$ cat config.mk
export PLATFORM = sky130hd
export DESIGN_NAME = rv_hazard_top
export DESIGN_NICKNAME = d
export VERILOG_FILES = /design/src/source/rv_hazard_pkg.sv /design/src/source/rv_dest_pipe.sv /design/src/source/rv_int_hazard.sv /design/src/source/rv_fp_hazard.sv /design/src/source/rv_stall_ctrl.sv /design/src/source/rv_hazard_top.sv
export SDC_FILE = /design/constraint.sdc
export NUM_CORES = 1
export LEC_CHECK = 0
export BUFFER_PORTS_ARGS = -buffer_cell sky130_fd_sc_hd__buf_2
export CAP_MARGIN = 40
export CORE_ASPECT_RATIO = 0.5
export CORE_MARGIN = 2
export CORE_UTILIZATION = 35
export DETAILED_ROUTE_END_ITERATION = 6
export SYNTH_ARGS = -nofsm -noshare
export SYNTH_HDL_FRONTEND = slang
export SYNTH_HIERARCHICAL = 1
export SYNTH_SLANG_ARGS = --single-unit
$ cat constraint.sdc
create_clock -name clk -period 2.4 [get_ports clk]
set_clock_uncertainty 0.15 [all_clocks]
set_input_delay 0.12 -clock clk [delete_from_list [all_inputs] [get_ports clk]]
set_output_delay 0.12 -clock clk [all_outputs]
set_load 0.02 [all_outputs]
$ cat src/source/rv_hazard_pkg.sv
package rv_hazard_pkg;

  // Register index width, shared by the integer and FP files
  localparam int REG_W = 5;
  // Width of the per-instruction stall counter
  localparam int STALL_CNT_W = 4;
  // Number of FP source operands (fmadd and friends use three)
  localparam int FP_SRC_N = 3;

  typedef logic [REG_W-1:0] reg_idx_t;
  typedef logic [STALL_CNT_W-1:0] stall_cnt_t;

  // x0 is hardwired, never a real producer
  localparam reg_idx_t REG_ZERO = '0;

  // Decoded instruction as seen in ID
  typedef struct packed {
    reg_idx_t rs1;
    reg_idx_t rs2;
    logic     rs1_used;
    logic     rs2_used;
    reg_idx_t fp_rs1;
    reg_idx_t fp_rs2;
    reg_idx_t fp_rs3;
    logic     fp_rs1_used;
    logic     fp_rs2_used;
    logic     fp_rs3_used;
    reg_idx_t rd;
    logic     rd_write;
    logic     fp_rd_write;
    logic     is_load;
  } id_instr_t;

  // Destination record of one in-flight instruction
  typedef struct packed {
    reg_idx_t rd;
    logic     rd_write;
    logic     fp_rd_write;
    logic     is_load;
  } stage_rec_t;

  // All flags clear, so it never matches a source
  localparam stage_rec_t BUBBLE_REC = '0;

  typedef struct packed {
    stage_rec_t ex;
    stage_rec_t mem;
    stage_rec_t wb;
  } stage_recs_t;

  typedef enum logic [1:0] {
    IDLE,
    HELD,
    ISSUE
  } stall_state_t;

endpackage

$ cat src/source/rv_dest_pipe.sv
`timescale 1ns/10ps

// Destination records for EX, MEM and WB
//
// Advances on every clock. Anything that did not issue from ID
// (stall, flush or no valid instruction) enters EX as a bubble.
module rv_dest_pipe
  import rv_hazard_pkg::*;
(
  input  logic        clk,
  input  logic        rst,
  input  logic        issue,
  input  id_instr_t   instr,
  output stage_recs_t recs
);

  stage_rec_t ex_next;
  stage_rec_t ex_q;
  stage_rec_t mem_q;
  stage_rec_t wb_q;

  // Build the EX record from the issuing instruction
  always_comb begin
    ex_next = BUBBLE_REC;
    if (issue) begin
      ex_next.rd          = instr.rd;
      // A write to x0 is discarded, so it cannot be a producer
      ex_next.rd_write    = instr.rd_write && (instr.rd != REG_ZERO);
      ex_next.fp_rd_write = instr.fp_rd_write;
      ex_next.is_load     = instr.is_load;
    end
  end

  // Shift register, one record per stage
  always_ff @(posedge clk) begin
    if (rst) begin
      ex_q  <= BUBBLE_REC;
      mem_q <= BUBBLE_REC;
      wb_q  <= BUBBLE_REC;
    end else begin
      ex_q  <= ex_next;
      // Older records move on regardless of ID stalls
      mem_q <= ex_q;
      wb_q  <= mem_q;
    end
  end

  // Bundle for both checkers
  always_comb begin
    recs.ex  = ex_q;
    recs.mem = mem_q;
    recs.wb  = wb_q;
  end

endmodule

$ cat src/source/rv_int_hazard.sv
`timescale 1ns/10ps

// Integer load-use check
//
// ALU results reach ID users through the forwarding network, and
// the register file writes before it reads, so only a load still
// in EX has no value yet. MEM and WB need no check here.
module rv_int_hazard
  import rv_hazard_pkg::*;
(
  input  id_instr_t   instr,
  input  stage_recs_t recs,
  output logic        int_stall_req
);

  logic ex_load;
  logic rs1_hit;
  logic rs2_hit;

  // EX holds a load that will write an integer register
  assign ex_load = recs.ex.rd_write && recs.ex.is_load;

  always_comb begin
    rs1_hit = 1'b0;
    rs2_hit = 1'b0;

    if (ex_load) begin
      // x0 reads as zero, never waits on a producer
      rs1_hit = instr.rs1_used &&
                (instr.rs1 != REG_ZERO) &&
                (instr.rs1 == recs.ex.rd);
      rs2_hit = instr.rs2_used &&
                (instr.rs2 != REG_ZERO) &&
                (instr.rs2 == recs.ex.rd);
    end
  end

  // Either source matching is enough to hold ID one cycle
  assign int_stall_req = rs1_hit || rs2_hit;

endmodule

$ cat src/source/rv_fp_hazard.sv
`timescale 1ns/10ps

// FP read-after-write check
//
// FP results are not forwarded, so a user must wait until the
// producer reaches WB. The FP register file writes before it
// reads, which leaves only EX and MEM to compare against.
//
// Integer <-> FP moves use integer rd/rs fields and are covered
// by the integer checker.
module rv_fp_hazard
  import rv_hazard_pkg::*;
(
  input  id_instr_t   instr,
  input  stage_recs_t recs,
  output logic        fp_stall_req
);

  reg_idx_t            fp_src [FP_SRC_N];
  logic [FP_SRC_N-1:0] fp_used;
  logic [FP_SRC_N-1:0] ex_hit;
  logic [FP_SRC_N-1:0] mem_hit;
  logic                ex_hazard;
  logic                mem_hazard;

  // Source operands as an indexable list
  assign fp_src[0] = instr.fp_rs1;
  assign fp_src[1] = instr.fp_rs2;
  assign fp_src[2] = instr.fp_rs3;

  assign fp_used = {instr.fp_rs3_used, instr.fp_rs2_used, instr.fp_rs1_used};

  // Per-source match against EX
  always_comb begin
    ex_hit = '0;
    if (recs.ex.fp_rd_write) begin
      for (int i = 0; i < FP_SRC_N; i++) begin
        ex_hit[i] = fp_used[i] && (fp_src[i] == recs.ex.rd);
      end
    end
  end

  // Per-source match against MEM
  always_comb begin
    mem_hit = '0;
    if (recs.mem.fp_rd_write) begin
      for (int i = 0; i < FP_SRC_N; i++) begin
        mem_hit[i] = fp_used[i] && (fp_src[i] == recs.mem.rd);
      end
    end
  end

  assign ex_hazard  = |ex_hit;
  assign mem_hazard = |mem_hit;

  // f0 is a real register, unlike x0, so no zero exclusion
  assign fp_stall_req = ex_hazard || mem_hazard;

endmodule

$ cat src/source/rv_stall_ctrl.sv
`timescale 1ns/10ps

// Stall combine and issue control
//
// A flush removes the ID instruction outright, so it masks any
// stall and blocks issue in the same cycle.
module rv_stall_ctrl
  import rv_hazard_pkg::*;
(
  input  logic       clk,
  input  logic       rst,
  input  logic       instr_valid,
  input  logic       control_flush,
  input  logic       int_stall_req,
  input  logic       fp_stall_req,
  output logic       stall_id,
  output logic       issue,
  output stall_cnt_t issue_stalls
);

  stall_state_t state;
  stall_state_t state_next;
  stall_cnt_t   held_cnt;
  stall_cnt_t   cnt_next;
  logic         hazard;
  logic         live;

  assign hazard = int_stall_req || fp_stall_req;
  // Instruction present and not being killed
  assign live   = instr_valid && !control_flush;

  assign stall_id = live && hazard;
  assign issue    = live && !hazard;

  // Next state and held-cycle count
  always_comb begin
    state_next = IDLE;
    cnt_next   = '0;
    if (stall_id) begin
      state_next = HELD;
      // First held cycle restarts the count
      if (state != HELD) begin
        cnt_next = stall_cnt_t'(1);
      end else if (held_cnt != '1) begin
        cnt_next = held_cnt + 1'b1;
      end else begin
        cnt_next = held_cnt;
      end
    end else if (issue) begin
      state_next = ISSUE;
    end
  end

  always_ff @(posedge clk) begin
    if (rst) begin
      state    <= IDLE;
      held_cnt <= '0;
    end else begin
      state    <= state_next;
      held_cnt <= cnt_next;
    end
  end

  // Count only means something for an instruction leaving HELD
  assign issue_stalls = (issue && (state == HELD)) ? held_cnt : '0;

endmodule

$ cat src/source/rv_hazard_top.sv
`timescale 1ns/10ps

// ID-stage hazard detection
//
// Two checkers look at the ID instruction against the in-flight
// destination records and the controller turns their requests
// into stall_id / issue.
module rv_hazard_top
  import rv_hazard_pkg::*;
(
  input  logic       clk,
  input  logic       rst,
  input  logic       instr_valid,
  input  id_instr_t  instr,
  input  logic       control_flush,
  output logic       stall_id,
  output logic       issue,
  output stall_cnt_t issue_stalls
);

  stage_recs_t recs;
  logic        int_stall_req;
  logic        fp_stall_req;

  // EX/MEM/WB destination tracking, fed by issue
  rv_dest_pipe u_dest_pipe (
    .clk   (clk),
    .rst   (rst),
    .issue (issue),
    .instr (instr),
    .recs  (recs)
  );

  // Load-use on integer sources
  rv_int_hazard u_int_hazard (
    .instr         (instr),
    .recs          (recs),
    .int_stall_req (int_stall_req)
  );

  // RAW on FP sources, no forwarding
  rv_fp_hazard u_fp_hazard (
    .instr        (instr),
    .recs         (recs),
    .fp_stall_req (fp_stall_req)
  );

  rv_stall_ctrl u_stall_ctrl (
    .clk           (clk),
    .rst           (rst),
    .instr_valid   (instr_valid),
    .control_flush (control_flush),
    .int_stall_req (int_stall_req),
    .fp_stall_req  (fp_stall_req),
    .stall_id      (stall_id),
    .issue         (issue),
    .issue_stalls  (issue_stalls)
  );

endmodule

; Yosys cells after proc, flatten, opt, wreduce, memory -nomap -nowiden
; Cells that the tools add are included.
[word_totals]
input_bits = 42
output_inout_bits = 6
elab_cells = 64
ff_bits = 20
[op_classes]
n_bitwise = 2
muxes = 9
n_eq_ne = 11
n_addsub = 1
reduce_logical = 31
[ops]
columns = operator, count
row1 = $eq A5 B5 Y1, 8
row2 = $logic_and A1 B1 Y1, 16
row3 = $reduce_bool A5 Y1, 3
row4 = $reduce_or A3 Y1, 3
row5 = $mux W3, 2
row6 = $reduce_or A2 Y1, 3
row7 = $mux W1, 5
row8 = $add A4 B1 Y4 const B, 1
row9 = $mux W4, 1
row10 = $ne A4 B4 Y1 const B, 1
row11 = $logic_or A1 B1 Y1, 3
row12 = $eq A2 B1 Y1 const B, 1
row13 = $logic_not A1 Y1, 2
row14 = $mux W2, 1
row15 = $ne A2 B1 Y1 const B, 1
row16 = $not A1 Y1, 2
row17 = $reduce_bool A2 Y1, 1

; Depth between registers and ports, before layout
[depth]
word_depth = 10
depth_mapped = 8
mapped_depth_nobuf = 8

; Hierarchy
; The synthesis kept the hierarchy.
[by_module_without_submodules]
columns = module, cells_each, seq_area_each_um2, area_per_inst_um2, instances
row1 = rv_dest_pipe, 51, 480.5, 658.1, 1
row2 = rv_fp_hazard, 44, 0.0, 351.6, 1
row3 = rv_stall_ctrl, 32, 120.1, 302.8, 1
row4 = rv_int_hazard, 19, 0.0, 141.4, 1

; Least setup slack after synthesis
; No wires, ideal clock.
[synth_timing]
kind = reg2reg
startpoint = register u_dest_pipe.ex_q, in the netlist u_dest_pipe/recs[20]
endpoint = register u_dest_pipe.ex_q, in the netlist u_dest_pipe/recs[18]
slack_ns = 0.038
arrival_ns = 2.152
path_buffers = 0
synth_period_minus_slack_ns = 2.362
setup_ns = 0.060
t_required_ns = 2.190
path_stages_with_launch = 9
path_cell_list = dfxtp_1 > xor2_1 > nor4_1 > nand4_1 > and4_1 > nand3_1 > nor3_1 > nor2b_1 > o311a_1
[synth_via]
elab_chain_len = 10
elab_cells_between_ends = 21
classes_between = 5 x eq/ne / 3 x mux / 1 x bitwise / 12 x reduce/logical
[synth_lines]
columns = item, line
row1 = "start, declared", rv_dest_pipe.sv:18  ; stage_rec_t ex_q;
row2 = "start signal, assigned", rv_dest_pipe.sv:41  ; ex_q <= ex_next;
row3 = $eq A5 B5 Y1, rv_fp_hazard.sv:38  ; ex_hit[i] = fp_used[i] && (fp_src[i] == recs.ex.rd);
row4 = $logic_and A1 B1 Y1, rv_fp_hazard.sv:38
row5 = $mux W3 (*), rv_fp_hazard.sv:36  ; if (recs.ex.fp_rd_write) begin
row6 = $reduce_or A3 Y1 (*), rv_fp_hazard.sv:53  ; assign ex_hazard = |ex_hit;
row7 = $logic_or A1 B1 Y1 (*), rv_fp_hazard.sv:57  ; assign fp_stall_req = ex_hazard || mem_hazard;
row8 = via fp_stall_req, rv_hazard_top.sv:23  ; logic fp_stall_req;
row9 = $logic_or A1 B1 Y1 (*), rv_stall_ctrl.sv:28  ; assign hazard = int_stall_req || fp_stall_req;
row10 = $logic_not A1 Y1 (*), rv_stall_ctrl.sv:33  ; assign issue = live && !hazard;
row11 = $logic_and A1 B1 Y1 (*), rv_stall_ctrl.sv:33
row12 = via issue, rv_hazard_top.sv:17  ; output logic issue,
row13 = $not A1 Y1 (no line) (*), --
row14 = $reduce_or A2 Y1 (no line) (*), --
; Mark *: on every way through the listed nets, which the timed path passes. The rest lies on a longest branch.
; A chain may end at the register's enable or synchronous reset.

; Worst setup path after layout
[layout_timing]
startpoint = register u_dest_pipe.ex_q, in the netlist u_dest_pipe/recs[19]
endpoint = output issue_stalls[1]
[layout_via]
elab_chain_len = 10
elab_cells_between_ends = 21
classes_between = 5 x eq/ne / 4 x mux / 12 x reduce/logical
[layout_lines]
columns = item, line
row1 = $eq A5 B5 Y1, rv_fp_hazard.sv:38
row2 = $logic_and A1 B1 Y1, rv_fp_hazard.sv:38
row3 = $mux W3 (*), rv_fp_hazard.sv:36
row4 = $reduce_or A3 Y1 (*), rv_fp_hazard.sv:53
row5 = $logic_or A1 B1 Y1 (*), rv_fp_hazard.sv:57
row6 = via fp_stall_req, rv_hazard_top.sv:23
row7 = $logic_or A1 B1 Y1 (*), rv_stall_ctrl.sv:28
row8 = $logic_not A1 Y1 (*), rv_stall_ctrl.sv:33
row9 = $logic_and A1 B1 Y1 (*), rv_stall_ctrl.sv:33
row10 = $logic_and A1 B1 Y1 (*), rv_stall_ctrl.sv:65  ; assign issue_stalls = (issue && (state == HELD)) ? held_cnt : '0;
row11 = $mux W4 (*), rv_stall_ctrl.sv:65
row12 = "end, declared", rv_hazard_top.sv:18  ; output stall_cnt_t issue_stalls
; Marks and branches as above.

==> impl_metrics.py <==
metrics = {
    "run_status": {
        "status": "complete, but fails checks",
        "violations": "negative hold slack",
    },
    "worst_setup_path": {
        "critPathLaunchType": "flip-flop",
        "crit_arrival_ps": 2040,
        "cp_max_fo": 7,
        "timing.rr.end": "u_stall_ctrl/held_cnt[3]$_SDFFE_PP0P_",
        "crit_type": "reg2out",
        "r2r_start": "u_dest_pipe/recs[19]$_SDFF_PP0_",
        "worst_ep_required_time_ps": 2130,
        "rr_worst_depth": 8,
        "reg2reg_setup_slack_ps": 200,
        "end_kind": "output pin",
    },
    "global_route": {
        "grt_max_degree": 11,
        "gr-usage-all-layers_pct": 14.8,
        "grt_pass1_wl_um": 4460,
        "grt-ovfl-total": 0,
        "antenna_found_initial": 0,
        "grt_pass1_vias": 1011,
    },
    "logic_synthesis": {
        "postSynthAreaPerCell_um2": 9.42,
        "syn_nets": 169,
        "synth_area_um2": 1190,
        "yosys_warnings": 6,
        "syn_inst": 126,
    },
    "cts": {
        "h-tree-depth": 1,
        "path_clk_slew_ps": 60,
        "numCtsBuffers": 3,
        "cts_tree": "yes",
        "cts_buffer_depth": 2,
        "clk_latency_ps": 250,
        "cts_sinks": 20,
        "root_buffer": "clkbuf_8",
    },
    "route": {
        "dr.pass1.iters": 4,
        "drc_errors": 0,
        "viasPerCell": 4.84,
        "ant_nets": 0,
        "dr.first_iter.drc_count": 41,
        "wl_per_cell_um": 12.8,
        "wl_um": 2950,
        "num_vias": 1118,
    },
    "timing": {
        "fin_hold_ws_ps": -1.85,
        "drv_slew": 0,
        "worst_pin_slew_ps": 300,
        "relSlewSlack_pct": 79.8,
        "hold_viol": 1,
        "fin_crit_sh_pct": 96.3,
        "setup_viol": 0,
        "fin_crit_ps": 2310,
        "fmax_mhz": 433,
    },
    "final_layout": {
        "final_common_cell": "buf_2",
        "fillCellCount": 279,
        "nets": 236,
        "final_cell_mix": "buf_2, xor2_1, xnor2_1",
        "postLayoutCellArea_um2": 1800,
        "multi_input_area_um2": 900,
        "seq_area_um2": 423,
        "fin_util_pct": 57.9,
        "diodes": 0,
        "areaGrowthSynthToFinish_pct": 51.9,
        "layout-drive-gt1-share_pct": 47.1,
    },
    "power_and_ir_drop": {
        "powerDensity_nw_per_um2": 380,
        "leakagePower_nw": 0.783,
        "finalPower_mw": 0.686,
        "ir_drop_v": 0.000283,
    },
    "placement": {
        "port_buffers": 47,
        "dp_hpwl_um": 2350,
        "placed_area_um2": 1510,
        "gp_congestion": 0.788,
    },
    "die": {
        "rows": 14,
        "chipHeight_um": 45.2,
        "boundaryPins": 48,
        "die_w_um": 86.4,
        "die_area_um2": 3900,
        "core_area_um2": 3120,
        "start_util_pct": 38.1,
    },
    "min_path": {
        "hp-class": "in2reg",
        "holdPathEnd": "u_dest_pipe/recs[11]$_SDFF_PP0_",
        "holdPathStages": 2,
        "hp-start": "rst",
    },
    "run": {
        "maxCapViolCount": 0,
    },
}
layout make-up:
cell class                 instances  area share [%]
sequential                        20            23.4
timing repair buffer              63            21.2
inverter                           2           0.416
clock buffer                       3            2.29
tap                               40            2.77
multi-input combinational        103            49.9
how the worst max path moves through the flow:
stage | cells after the start | slack, ps | to | start
4_1_cts | 9 | 1 | issue_stalls[1] | u_dest_pipe/recs[22]$_SDFF_PP0_
5_1_grt | 9 | -50 | issue_stalls[2] | u_dest_pipe/recs[20]$_SDFF_PP0_
2_1_floorplan | 8 | 40 | u_dest_pipe/recs[18]$_SDFF_PP0_ | u_dest_pipe/recs[20]$_SDFF_PP0_
6_report | 9 | 90 | issue_stalls[1] | u_dest_pipe/recs[19]$_SDFF_PP0_
3_5_place_dp | 8 | 40 | u_stall_ctrl/held_cnt[3]$_SDFFE_PP0P_ | u_dest_pipe/recs[19]$_SDFF_PP0_
3_3_place_gp | 8 | 120 | u_stall_ctrl/held_cnt[3]$_SDFFE_PP0P_ | u_dest_pipe/recs[19]$_SDFF_PP0_
flip-flops by register name (all words and copies together), names as in the netlist:
name and cells:
u_stall_ctrl/state 2, u_dest_pipe/recs 14, u_stall_ctrl/held_cnt 4
layer usage:
layer	part of all wire (%)	GRT usage, %	wire (µm)
met5	0	0	0
met4	0.64	1.88	19
met3	3.6	4.57	105
met2	50	26.5	1490
met1	45	18.5	1340
critical path, stage by stage (launching register included):
cell and delay (ps):
dfxtp_4 390, xor2_1 180, nor4_2 310, nand4_1 130, and4_1 180, nand3_2 110, nor4_2 60, buf_4 140
and2_1 150, buf_4 150
what timing repair did:
item / CTS / global route
hold buffers: 8 / 0
pin swaps: 3 / 7
resized for setup: 3 / 32
endpoints found under the hold margin: 8 / 0
setup buffers: 0 / 2
setup endpoints to repair: 4 / 4
power breakdown:
| group | leakage [nW] | internal (mW) | switching [mW] |
|---|---|---|---|
| Sequential | 0.168 | 0.335 | 0.00919 |
| Clock | 0.0216 | 0.111 | 0.0972 |
| Combinational | 0.594 | 0.0744 | 0.0583 |
| Total | 0.783 | 0.521 | 0.165 |
through the flow:
step	instances	setup TNS (ps)	setup slack [ps]
2_1_floorplan	126	0	38.3
3_3_place_gp	218	0	123
3_5_place_dp	218	0	43.4
4_1_cts	229	0	1.29
5_1_grt	231	-177	-49.4
6_report	231	0	88.7
(Power assumes the default switching activity.)
